**config.mk**
```make
export PLATFORM = sky130hd
export DESIGN_NAME = mastermind_top
export DESIGN_NICKNAME = d
export VERILOG_FILES = /design/src/verilog/touch_pkg.sv /design/src/verilog/mastermind_pkg.sv /design/src/verilog/reset_delay.sv /design/src/verilog/adc_spi_controller.sv /design/src/verilog/touch_zone_decoder.sv /design/src/verilog/peg_scorer.sv /design/src/verilog/mastermind_game.sv /design/src/verilog/seg7_display.sv /design/src/verilog/mastermind_top.sv
export SDC_FILE = /design/constraint.sdc
export NUM_CORES = 1
export LEC_CHECK = 0
export ABC_CLOCK_PERIOD_IN_PS = 3200
export BUFFER_PORTS_ARGS = -buffer_cell sky130_fd_sc_hd__buf_2
export CAP_MARGIN = 20
export CORE_AREA = 4 4 184 97
export DETAILED_ROUTE_END_ITERATION = 6
export DIE_AREA = 0 0 188 101
export PLACE_DENSITY_LB_ADDON = 0.1
export SLEW_MARGIN = 5
export SYNTH_ARGS = -nofsm -noshare
export SYNTH_HDL_FRONTEND = slang
export SYNTH_SLANG_ARGS = --single-unit
```
**constraint.sdc**
```tcl
create_clock -name iCLK_50 -period 3.2 [get_ports iCLK_50]
set_input_delay 0.48 -clock iCLK_50 [delete_from_list [all_inputs] [get_ports iCLK_50]]
set_output_delay 0.48 -clock iCLK_50 [all_outputs]
set_load 0.1 [all_outputs]
```
**src/verilog/touch_pkg.sv**
```systemverilog
// Raw 12-bit ADC codes, no calibration; keypad keys exist only where y has its top bit set
`default_nettype none

package touch_pkg;

	//====================================================================
	// ADC serial frame
	//====================================================================
	typedef logic [11:0] coord_t;					// Raw panel coordinate

	localparam int ADC_CLK_DIV = 4;					// Sys clocks per dclk half period
	localparam int FRAME_CLKS = 24;					// Serial clocks per conversion
	localparam int CMD_BITS = 8;					// Command byte, MSB first
	localparam int DATA_FIRST_CLK = 10;				// Rising edge of result MSB

	// Start bit, channel, 12-bit differential, power down between conversions
	localparam logic [CMD_BITS-1:0] CMD_X = 8'h90;	// Channel 001
	localparam logic [CMD_BITS-1:0] CMD_Y = 8'hD0;	// Channel 101

	//====================================================================
	// Keypad zones
	//====================================================================
	typedef logic [2:0] key_t;						// 0..5 colours, then clear, submit

	localparam key_t KEY_CLEAR = 3'd6;				// Empties the guess row
	localparam key_t KEY_SUBMIT = 3'd7;				// Scores a full row

endpackage

`default_nettype wire

```
**src/verilog/mastermind_pkg.sv**
```systemverilog
// Colour codes 6 and 7 exist on the switches but no key can enter them in a guess
`default_nettype none

package mastermind_pkg;

	//====================================================================
	// Game dimensions
	//====================================================================
	typedef logic [2:0] colour_t;					// Peg colour
	localparam int NUM_COLOURS = 6;					// Playable colours
	localparam int CODE_LEN = 4;					// Slots per row
	localparam int MAX_ROWS = 8;					// Rows before the game is lost

	typedef colour_t [CODE_LEN-1:0] code_t;			// Slot 0 in the low bits
	typedef logic [2:0] peg_count_t;				// 0..4 pegs
	typedef logic [3:0] row_t;						// 0..8 rows used

	localparam int RESET_HOLD = 16;					// Internal reset stretch

	//====================================================================
	// Seven-segment display
	//====================================================================
	typedef logic [6:0] seg7_t;						// Active low, bit 0 is segment a
	typedef logic [3:0] digit_t;					// Hex value per digit
	localparam int NUM_DIGITS = 8;

	localparam seg7_t SEG7_BLANK = 7'b1111111;		// All segments off

	localparam seg7_t SEG7_HEX [16] = '{
		7'b1000000, 7'b1111001, 7'b0100100, 7'b0110000,	// 0 1 2 3
		7'b0011001, 7'b0010010, 7'b0000010, 7'b1111000,	// 4 5 6 7
		7'b0000000, 7'b0010000, 7'b0001000, 7'b0000011,	// 8 9 A b
		7'b1000110, 7'b0100001, 7'b0000110, 7'b0001110	// C d E F
	};

endpackage

`default_nettype wire

```
**src/verilog/reset_delay.sv**
```systemverilog
// Release of rst_n is assumed to happen away from an iCLK_50 edge; assertion stays asynchronous
`default_nettype none
`timescale 1ns/1ps

module reset_delay
(
	input  logic iCLK_50,
	input  logic rst_n,								// Board reset, active low
	output logic sys_rst_n							// Stretched internal reset
);

	localparam int CNT_W = $clog2(mastermind_pkg::RESET_HOLD);

	logic [CNT_W-1:0] hold_cnt;						// Cycles since release

	always_ff @(posedge iCLK_50 or negedge rst_n)
	begin
		if (!rst_n)
		begin
			hold_cnt <= '0;
			sys_rst_n <= 1'b0;
		end
		else if (!sys_rst_n)
		begin
			if (hold_cnt == CNT_W'(mastermind_pkg::RESET_HOLD - 1))
				sys_rst_n <= 1'b1;					// Release on the last count
			else
				hold_cnt <= hold_cnt + 1'b1;
		end
	end

endmodule

`default_nettype wire

```
**src/verilog/adc_spi_controller.sv**
```systemverilog
// adc_penirq_n and adc_dout are sampled unsynchronized; fixed frame, ADC busy line not used
`default_nettype none
`timescale 1ns/1ps

module adc_spi_controller
(
	input  logic iCLK_50,
	input  logic sys_rst_n,
	input  logic adc_penirq_n,						// Pen down, active low
	input  logic adc_dout,							// Serial result from ADC
	output logic adc_din,							// Serial command to ADC
	output logic adc_dclk,							// Serial clock, idles low
	output logic adc_cs,							// Chip select, active low
	output logic new_coord,							// One-cycle pair strobe
	output touch_pkg::coord_t x_coord,
	output touch_pkg::coord_t y_coord
);

	localparam int DIV_W = $clog2(touch_pkg::ADC_CLK_DIV);
	localparam int CNT_W = $clog2(touch_pkg::FRAME_CLKS + 1);
	localparam int COORD_W = $bits(touch_pkg::coord_t);

	typedef enum logic [2:0] {S_IDLE, S_XFRAME, S_GAP, S_YFRAME, S_PUBLISH} state_t;

	state_t state;
	logic [DIV_W-1:0] div_cnt;						// Half-period divider
	logic [CNT_W-1:0] clk_num;						// Current serial clock, 1-based
	logic [touch_pkg::CMD_BITS-1:0] cmd_sr;			// Outgoing command
	touch_pkg::coord_t data_sr;						// Incoming result
	touch_pkg::coord_t x_hold;						// X result until Y is done
	logic tick, in_frame, rise_tick, fall_tick, frame_done, sample, load_x, load_y;

	assign tick = (div_cnt == DIV_W'(touch_pkg::ADC_CLK_DIV - 1));
	assign in_frame = (state == S_XFRAME) || (state == S_YFRAME);
	assign rise_tick = tick && in_frame && !adc_dclk;
	assign fall_tick = tick && in_frame && adc_dclk;
	assign frame_done = fall_tick && (clk_num == CNT_W'(touch_pkg::FRAME_CLKS));
	assign sample = rise_tick && (clk_num >= CNT_W'(touch_pkg::DATA_FIRST_CLK))
		&& (clk_num < CNT_W'(touch_pkg::DATA_FIRST_CLK + COORD_W));	// 12 result bits
	assign load_x = (state == S_IDLE) && !adc_penirq_n;
	assign load_y = (state == S_GAP) && tick;
	assign adc_din = !adc_cs && cmd_sr[touch_pkg::CMD_BITS-1];	// Low outside frames

	//====================================================================
	// Frame sequencing
	//====================================================================
	always_ff @(posedge iCLK_50 or negedge sys_rst_n)
	begin
		if (!sys_rst_n)
		begin
			state <= S_IDLE;
			div_cnt <= '0;
			clk_num <= '0;
			adc_dclk <= 1'b0;
			adc_cs <= 1'b1;
			new_coord <= 1'b0;
		end
		else
		begin
			new_coord <= 1'b0;
			div_cnt <= (state == S_IDLE || tick) ? '0 : div_cnt + 1'b1;	// Restarts per frame
			case (state)
				S_IDLE:
					if (load_x)
					begin
						state <= S_XFRAME;
						adc_cs <= 1'b0;
						clk_num <= CNT_W'(1);
					end
				S_XFRAME, S_YFRAME:
					if (tick)
					begin
						adc_dclk <= !adc_dclk;
						if (frame_done)
						begin
							adc_cs <= 1'b1;			// Deselect between frames
							state <= (state == S_XFRAME) ? S_GAP : S_PUBLISH;
						end
						else if (adc_dclk)
							clk_num <= clk_num + 1'b1;	// Next clock after falling edge
					end
				S_GAP:
					if (load_y)
					begin
						state <= S_YFRAME;
						adc_cs <= 1'b0;
						clk_num <= CNT_W'(1);
					end
				S_PUBLISH:
				begin
					new_coord <= 1'b1;				// Same cycle as new x/y
					state <= S_IDLE;				// Repeats while pen stays down
				end
				default: state <= S_IDLE;
			endcase
		end
	end

	//====================================================================
	// Command and result shifting
	//====================================================================
	always_ff @(posedge iCLK_50)
	begin
		if (load_x)
			cmd_sr <= touch_pkg::CMD_X;
		else if (load_y)
			cmd_sr <= touch_pkg::CMD_Y;
		else if (fall_tick)
			cmd_sr <= {cmd_sr[touch_pkg::CMD_BITS-2:0], 1'b0};	// Change while dclk low
		if (sample)
			data_sr <= {data_sr[COORD_W-2:0], adc_dout};	// MSB first
		if (frame_done && state == S_XFRAME)
			x_hold <= data_sr;
		if (state == S_PUBLISH)
		begin
			x_coord <= x_hold;
			y_coord <= data_sr;
		end
	end

endmodule

`default_nettype wire

```
**src/verilog/touch_zone_decoder.sv**
```systemverilog
// The first coordinate pair of a press decides; a press starting in the lower half gives no key
`default_nettype none
`timescale 1ns/1ps

module touch_zone_decoder
(
	input  logic iCLK_50,
	input  logic sys_rst_n,
	input  logic adc_penirq_n,						// High again rearms
	input  logic new_coord,
	input  touch_pkg::coord_t x_coord,
	input  touch_pkg::coord_t y_coord,
	output logic key_valid,							// One pulse per press
	output touch_pkg::key_t key
);

	localparam int COORD_W = $bits(touch_pkg::coord_t);
	localparam int KEY_W = $bits(touch_pkg::key_t);

	logic armed;									// No key yet in this press
	logic keypad_hit;

	assign keypad_hit = y_coord[COORD_W-1];			// Upper half of the panel

	always_ff @(posedge iCLK_50 or negedge sys_rst_n)
	begin
		if (!sys_rst_n)
		begin
			armed <= 1'b1;
			key_valid <= 1'b0;
		end
		else
		begin
			key_valid <= 1'b0;
			if (adc_penirq_n)
				armed <= 1'b1;						// Pen lifted
			else if (new_coord && armed)
			begin
				armed <= 1'b0;
				key_valid <= keypad_hit;
			end
		end
	end

	// Column band from the top bits of x, eight keys across
	always_ff @(posedge iCLK_50)
	begin
		if (new_coord && armed)
			key <= x_coord[COORD_W-1 -: KEY_W];
	end

endmodule

`default_nettype wire

```
**src/verilog/peg_scorer.sv**
```systemverilog
// Only colours below NUM_COLOURS count for white; black and white are valid only with score_valid
`default_nettype none
`timescale 1ns/1ps

module peg_scorer
(
	input  logic iCLK_50,
	input  logic sys_rst_n,
	input  logic score_start,						// Guess and secret stable
	input  mastermind_pkg::code_t guess,
	input  mastermind_pkg::code_t secret,
	output logic score_valid,						// One cycle after start
	output mastermind_pkg::peg_count_t black,
	output mastermind_pkg::peg_count_t white
);

	mastermind_pkg::peg_count_t black_c;			// Exact position matches
	mastermind_pkg::peg_count_t match_c;			// Colour matches anywhere
	mastermind_pkg::peg_count_t g_cnt, s_cnt;		// Per-colour occurrences

	always_comb
	begin
		black_c = '0;
		match_c = '0;
		g_cnt = '0;
		s_cnt = '0;
		for (int i = 0; i < mastermind_pkg::CODE_LEN; i++)
			if (guess[i] == secret[i])
				black_c = black_c + 3'd1;
		for (int c = 0; c < mastermind_pkg::NUM_COLOURS; c++)
		begin
			g_cnt = '0;
			s_cnt = '0;
			for (int i = 0; i < mastermind_pkg::CODE_LEN; i++)
			begin
				if (guess[i] == mastermind_pkg::colour_t'(c))
					g_cnt = g_cnt + 3'd1;
				if (secret[i] == mastermind_pkg::colour_t'(c))
					s_cnt = s_cnt + 3'd1;
			end
			match_c = match_c + ((g_cnt < s_cnt) ? g_cnt : s_cnt);	// Smaller count
		end
	end

	always_ff @(posedge iCLK_50 or negedge sys_rst_n)
	begin
		if (!sys_rst_n)
			score_valid <= 1'b0;
		else
			score_valid <= score_start;
	end

	always_ff @(posedge iCLK_50)
	begin
		if (score_start)
		begin
			black <= black_c;
			white <= match_c - black_c;				// Blacks are in the match total
		end
	end

endmodule

`default_nettype wire

```
**src/verilog/mastermind_game.sv**
```systemverilog
// start_n is a debounced level; keys outside play, during scoring or after the end are dropped
`default_nettype none
`timescale 1ns/1ps

module mastermind_game
(
	input  logic iCLK_50,
	input  logic sys_rst_n,
	input  logic start_n,							// Falling edge starts a game
	input  mastermind_pkg::code_t secret_sw,
	input  logic key_valid,
	input  touch_pkg::key_t key,
	output logic led_win,
	output logic led_lose,
	output mastermind_pkg::digit_t [mastermind_pkg::NUM_DIGITS-1:0] digit_value,
	output logic [mastermind_pkg::NUM_DIGITS-1:0] digit_blank	// 1 turns a digit off
);

	localparam int SLOT_W = $clog2(mastermind_pkg::CODE_LEN + 1);
	localparam int IDX_W = $clog2(mastermind_pkg::CODE_LEN);

	typedef enum logic [2:0] {ST_IDLE, ST_PLAY, ST_SCORE, ST_WON, ST_LOST} state_t;

	state_t state;
	logic start_q;									// start_n last cycle
	logic [SLOT_W-1:0] slot_cnt;					// Filled slots
	mastermind_pkg::code_t guess_slots;
	mastermind_pkg::code_t secret_code;
	mastermind_pkg::row_t rows;						// Rows scored so far
	mastermind_pkg::peg_count_t last_black, last_white;	// Shown result
	logic score_start, score_valid;
	mastermind_pkg::peg_count_t black, white;
	logic start_fall, play_key, add_colour;

	assign start_fall = start_q && !start_n;
	assign play_key = key_valid && (state == ST_PLAY);
	assign add_colour = play_key && (int'(key) < mastermind_pkg::NUM_COLOURS)
		&& (slot_cnt < SLOT_W'(mastermind_pkg::CODE_LEN));	// Fifth colour ignored
	assign led_win = (state == ST_WON);
	assign led_lose = (state == ST_LOST);

	peg_scorer i_peg_scorer
	(
		.iCLK_50     (iCLK_50),
		.sys_rst_n   (sys_rst_n),
		.score_start (score_start),
		.guess       (guess_slots),
		.secret      (secret_code),
		.score_valid (score_valid),
		.black       (black),
		.white       (white)
	);

	//====================================================================
	// Game FSM
	//====================================================================
	always_ff @(posedge iCLK_50 or negedge sys_rst_n)
	begin
		if (!sys_rst_n)
		begin
			state <= ST_IDLE;
			start_q <= 1'b1;
			slot_cnt <= '0;
			rows <= '0;
			last_black <= '0;
			last_white <= '0;
			score_start <= 1'b0;
		end
		else
		begin
			start_q <= start_n;
			score_start <= 1'b0;
			if (start_fall)
			begin
				state <= ST_PLAY;					// Also restarts a running game
				slot_cnt <= '0;
				rows <= '0;
				last_black <= '0;
				last_white <= '0;
			end
			else
			begin
				case (state)
					ST_PLAY:
						if (add_colour)
							slot_cnt <= slot_cnt + 1'b1;
						else if (play_key && key == touch_pkg::KEY_CLEAR)
							slot_cnt <= '0;
						else if (play_key && key == touch_pkg::KEY_SUBMIT
							&& slot_cnt == SLOT_W'(mastermind_pkg::CODE_LEN))
						begin
							score_start <= 1'b1;	// Slots frozen while scoring
							state <= ST_SCORE;
						end
					ST_SCORE:
						if (score_valid)
						begin
							last_black <= black;
							last_white <= white;
							rows <= rows + 1'b1;
							slot_cnt <= '0;
							if (black == mastermind_pkg::peg_count_t'(mastermind_pkg::CODE_LEN))
								state <= ST_WON;
							else if (rows + 1'b1 == mastermind_pkg::row_t'(mastermind_pkg::MAX_ROWS))
								state <= ST_LOST;	// Last row used up
							else
								state <= ST_PLAY;
						end
					default: state <= state;		// Idle, won, lost wait for start
				endcase
			end
		end
	end

	always_ff @(posedge iCLK_50)
	begin
		if (start_fall)
			secret_code <= secret_sw;
		if (add_colour)
			guess_slots[slot_cnt[IDX_W-1:0]] <= mastermind_pkg::colour_t'(key);
	end

	//====================================================================
	// Digit mapping
	//====================================================================
	always_comb
	begin
		digit_value = '0;
		digit_blank = '0;
		digit_value[0] = {1'b0, last_black};
		digit_value[1] = {1'b0, last_white};
		digit_value[2] = rows;
		digit_blank[3] = 1'b1;						// Spacer
		for (int i = 0; i < mastermind_pkg::CODE_LEN; i++)
		begin
			digit_value[4+i] = {1'b0, guess_slots[i]};
			digit_blank[4+i] = (slot_cnt <= SLOT_W'(i));	// Empty slot
		end
	end

endmodule

`default_nettype wire

```
**src/verilog/seg7_display.sv**
```systemverilog
// Common-anode digits, segment bit 0 is a; decimal points are not driven
`default_nettype none
`timescale 1ns/1ps

module seg7_display
(
	input  logic iCLK_50,
	input  logic sys_rst_n,
	input  mastermind_pkg::digit_t [mastermind_pkg::NUM_DIGITS-1:0] digit_value,
	input  logic [mastermind_pkg::NUM_DIGITS-1:0] digit_blank,
	output mastermind_pkg::seg7_t [mastermind_pkg::NUM_DIGITS-1:0] hex
);

	always_ff @(posedge iCLK_50 or negedge sys_rst_n)
	begin
		if (!sys_rst_n)
			hex <= {mastermind_pkg::NUM_DIGITS{mastermind_pkg::SEG7_BLANK}};	// Dark
		else
		begin
			for (int i = 0; i < mastermind_pkg::NUM_DIGITS; i++)
			begin
				if (digit_blank[i])
					hex[i] <= mastermind_pkg::SEG7_BLANK;
				else
					hex[i] <= mastermind_pkg::SEG7_HEX[digit_value[i]];	// Hex lookup
			end
		end
	end

endmodule

`default_nettype wire

```
**src/verilog/mastermind_top.sv**
```systemverilog
// Board pins are mapped outside this level; rst_n and start_n come from debounced keys
`default_nettype none
`timescale 1ns/1ps

module mastermind_top
(
	input  logic iCLK_50,							// 50 MHz board clock
	input  logic rst_n,
	input  logic start_n,
	input  mastermind_pkg::code_t secret_sw,
	input  logic adc_penirq_n,
	input  logic adc_dout,
	output logic adc_din,
	output logic adc_dclk,
	output logic adc_cs,
	output mastermind_pkg::seg7_t [mastermind_pkg::NUM_DIGITS-1:0] hex,
	output logic led_win,
	output logic led_lose
);

	logic sys_rst_n;
	logic new_coord, key_valid;
	touch_pkg::coord_t x_coord, y_coord;
	touch_pkg::key_t key;
	mastermind_pkg::digit_t [mastermind_pkg::NUM_DIGITS-1:0] digit_value;
	logic [mastermind_pkg::NUM_DIGITS-1:0] digit_blank;

	reset_delay i_reset_delay (.iCLK_50(iCLK_50), .rst_n(rst_n), .sys_rst_n(sys_rst_n));

	adc_spi_controller i_adc_spi_controller
	(
		.iCLK_50 (iCLK_50), .sys_rst_n (sys_rst_n), .adc_penirq_n (adc_penirq_n),
		.adc_dout (adc_dout), .adc_din (adc_din), .adc_dclk (adc_dclk),
		.adc_cs (adc_cs), .new_coord (new_coord), .x_coord (x_coord), .y_coord (y_coord)
	);

	touch_zone_decoder i_touch_zone_decoder
	(
		.iCLK_50 (iCLK_50), .sys_rst_n (sys_rst_n), .adc_penirq_n (adc_penirq_n),
		.new_coord (new_coord), .x_coord (x_coord), .y_coord (y_coord),
		.key_valid (key_valid), .key (key)
	);

	mastermind_game i_mastermind_game
	(
		.iCLK_50 (iCLK_50), .sys_rst_n (sys_rst_n), .start_n (start_n),
		.secret_sw (secret_sw), .key_valid (key_valid), .key (key),
		.led_win (led_win), .led_lose (led_lose),
		.digit_value (digit_value), .digit_blank (digit_blank)
	);

	seg7_display i_seg7_display
	(
		.iCLK_50 (iCLK_50), .sys_rst_n (sys_rst_n),
		.digit_value (digit_value), .digit_blank (digit_blank), .hex (hex)
	);

endmodule

`default_nettype wire

```
==> flow_summary.ini <==
[detailed_routing]
vias = 6633
first_iter_violations = 377
drc = 0
first_pass_iters = 7
wl_um = 20300
wl_per_cell_um = 15.7
ant_nets = 0
via_per_inst = 5.11

[clock_tree]
insertion_delay_ns = 0.43
cts_tree = built
cts_buffer_depth = 2
clkTransAtPathRegs_ns = 0.07
clock_sinks = 144
cts_root_buf = clkbuf_16
htreeDepth = 4
numCtsBuffers = 17

[setup_path]
cp_slowest_cell = fa_1
slowest_delay_ns = 0.56
crit_path_max_fanout = 6
critPathMostFrequentCell = xnor2_1
path_class = flip-flop to flip-flop
cp.arrival_ns = 6.04
endpoint_kind = flip-flop
start_kind = flip-flop
cp_num_buf_inv = 3
crit_chain = or3_4 -> inv_4 -> ha_1 -> inv_1 -> mux2i_2 -> ha_4 -> and2_4 -> xor2_2 -> ha_1 -> a21o_1 -> a21oi_2 -> a31oi_4 -> fa_1 -> fa_1 -> inv_1 -> fa_1 -> ha_4 -> ha_4 -> xnor2_2 -> xnor2_2 -> xnor2_1 -> xnor2_1 -> xnor2_1 -> xnor2_1
cp_top_family = adder cells
required_ns = 3.36

[sta]
setup_slack_ns = -2.68
drv_slew = 0
tightest_slew_ns = 0.939
fin_crit_sh_pct = 184
max_freq_mhz = 170
setup_viol = 3
skew_ns = 0.0166
slew_headroom_pct = 36.9
hold_viol = 0
post-route-min-period_ns = 5.88
rsz0062_at_grt = yes

[global_route]
grt_pass1_wl_um = 31600
grt_pass1_vias = 6462
grt_start_max_net_pins = 84
met3_usage_pct = 5.16
grtUsageMet2_pct = 36.2
met1_usage_pct = 27.9
grt_most_used_layer = met2
antenna_found_initial = 1
grt_overflow_total = 0
track_usage_pct = 21.2

[die]
core-area_um2 = 16100
die_x_um = 188
fp-row-count = 33
die_area_um2 = 19000
io_pins = 78
die_y_um = 101
start_util_pct = 54.5

[status]
violations = negative setup slack
outcome = complete, but fails checks

[final_layout]
fillers = 1095
drive_above_1_share_pct = 42.6
final_common_cell = buf_4
num_antenna_cells = 0
final_cell_mix = buf_4 (155), nand2_1 (81), ha_1 (73)
num-nets-final = 1186
stdcell_count = 1299
fin_util_pct = 73.5
area_growth_pct = 34.7

[logic_synthesis]
synth-main-ff-cell = edfxtp_1
syn_area_um2 = 8800
yosysSeqAreaShare_pct = 44.4
synth_cells = 829
ys_ff_latch = 144
synth.distinct_cells = 70
synth_area_per_cell_um2 = 10.6
synth_edf_count = 52
async_flop_share_pct = 61.1
synth_warnings = 0

[power_and_ir_drop]
p_leak_nw = 5.31
p_per_area_nw_per_um2 = 424
vdd_drop_max_v = 0.000877

[place]
placed_cells = 1228
hpwlAfterDp_um = 14400
place.gp.congestion = 0.862
io_buffer_count = 70

[min_path]
min_path_type = primary input to flip-flop

[run]
maxCapViolCount = 0
## Yosys cell counts (all sizes together) (8+ instances only)
| master | instances | area (µm²) |
|---|---|---|
| xor2 | 27 | 251 |
| nor3 | 9 | 50.1 |
| ha | 104 | 1300 |
| a21o | 9 | 67.6 |
| mux2 | 9 | 101 |
| nand2 | 87 | 327 |
| o21ai | 51 | 255 |
| dfrtp | 36 | 901 |
| mux2i | 14 | 140 |
| nor2b | 28 | 193 |
| dfstp | 52 | 1370 |
| and2 | 13 | 81.3 |
| edfxtp | 52 | 1560 |
| inv | 74 | 278 |
| xnor2 | 39 | 349 |
| buf | 18 | 118 |
| a21oi | 29 | 145 |
| nand3 | 10 | 55.1 |
| and3 | 9 | 56.3 |
| nor3b | 11 | 97.6 |
| nor2 | 58 | 225 |
| nand3b | 8 | 60.1 |
## per-stage QoR
stage / hold slack (ns) / area [µm²] / TNS [ns] / setup slack [ns] / total power, mW
floorplan: 0.184 / 8990 / -4.65 / -2.36 / 2.71
global placement: 0.294 / 10400 / -5.65 / -2.62 / 2.87
detailed placement: 0.301 / 10400 / -6.02 / -2.79 / 2.89
CTS: 0.147 / 11300 / -5.67 / -2.74 / 5.02
global route: 0.147 / 11900 / -6.07 / -2.88 / 5.24
finish: 0.162 / 11900 / -5.59 / -2.68 / 5.02
## cell type report
| class | count | area (µm²) | area share (%) |
|---|---|---|---|
| Multi-Input combinational cell | 591 | 5170 | 43.6 |
| Sequential cell | 144 | 3910 | 33.0 |
| Timing Repair Buffer | 230 | 1590 | 13.4 |
| Clock buffer | 19 | 475 | 4.01 |
| Inverter | 75 | 289 | 2.44 |
| Tap cell | 227 | 284 | 2.39 |
| Clock inverter | 13 | 141 | 1.19 |
## sequential cells by signal (all words and copies together), names as in the netlist, 4 cells and up
register / count
i_adc_spi_controller.data_sr: 12
i_mastermind_game.rows: 4
i_adc_spi_controller.cmd_sr: 4
i_mastermind_game.secret_code: 12
i_adc_spi_controller.clk_num: 5
i_seg7_display.hex: 49
i_mastermind_game.digit_value: 12
i_reset_delay.hold_cnt: 4
## worst paths after layout
kind | slack [ns] | depth (start not counted) | from | end
max in group asynchronous | 2.22 | 2 | i_reset_delay.sys_rst_n$_DFF_PN0_ | i_seg7_display.hex[35]$_DFF_PN1_
worst min-delay path | 0.16 | 1 | start_n | i_mastermind_game.start_q$_DFF_PN1_
worst min register to register | 0.42 | 0 | i_adc_spi_controller.x_hold[11]$_DFFE_PP_ | i_adc_spi_controller.x_coord[11]$_DFFE_PP_
min in group asynchronous | 0.41 | 2 | rst_n | i_reset_delay.hold_cnt[2]$_DFFE_PN0P_
worst max register to register | -2.68 | 24 | i_mastermind_game.secret_code[4]$_DFFE_PP_ | i_mastermind_game.i_peg_scorer.white[2]$_DFFE_PP_
worst max-delay path | -2.68 | 24 | i_mastermind_game.secret_code[4]$_DFFE_PP_ | i_mastermind_game.i_peg_scorer.white[2]$_DFFE_PP_
## kinds of logic (layout without fill, tap and decap cells)
kind of cell	Yosys count	count (layout)	share of synthesized area, %
and+or+nand+nor	263	263	15.6
DFF	144	144	44.4
adders and majority gates	113	113	16.5
AOI/OAI and AO/OA	113	113	7.53
buffers and inverters	100	337	4.83
xor gates and xnor gates	71	71	8.13
muxes	24	24	3.00
other	1	7	0.0426
## worst reg2reg max path: cells and delay by family, from the launching register on
kind	cells	cell delay, ns
AND/OR/NAND/NOR	2	0.58
flip-flops	1	0.52
buffers and inverters	3	0.18
AO/OA/AOI/OAI	3	0.47
XOR/XNOR	7	1.04
adder cells (fa/ha/maj)	8	2.57
multiplexers	1	0.25
## repair_timing
action	in CTS	in global routing
resized for setup	34	76
hold buffers	1	0
endpoints found under the setup margin	3	3
gates cloned	0	0
endpoints found under the hold margin	5	0
pin swaps	7	38
buffers inserted	12	25
## power breakdown
group          total, mW  internal [mW]  switching (mW)
Sequential          2.10           2.01          0.0859
Combinational      0.863          0.363           0.499
Clock               2.06           1.20           0.869
Total               5.02           3.57            1.45
## layer usage
| layer | part of all wire (%) | vias up |
|---|---|---|
| met5 | 0.039 | - |
| met4 | 0.89 | 2 |
| met2 | 48 | 135 |
| li1 | - | 3228 |
| met1 | 46 | 3243 |
| met3 | 4.7 | 25 |
No activity file was read; power rests on OpenSTA's default activity.
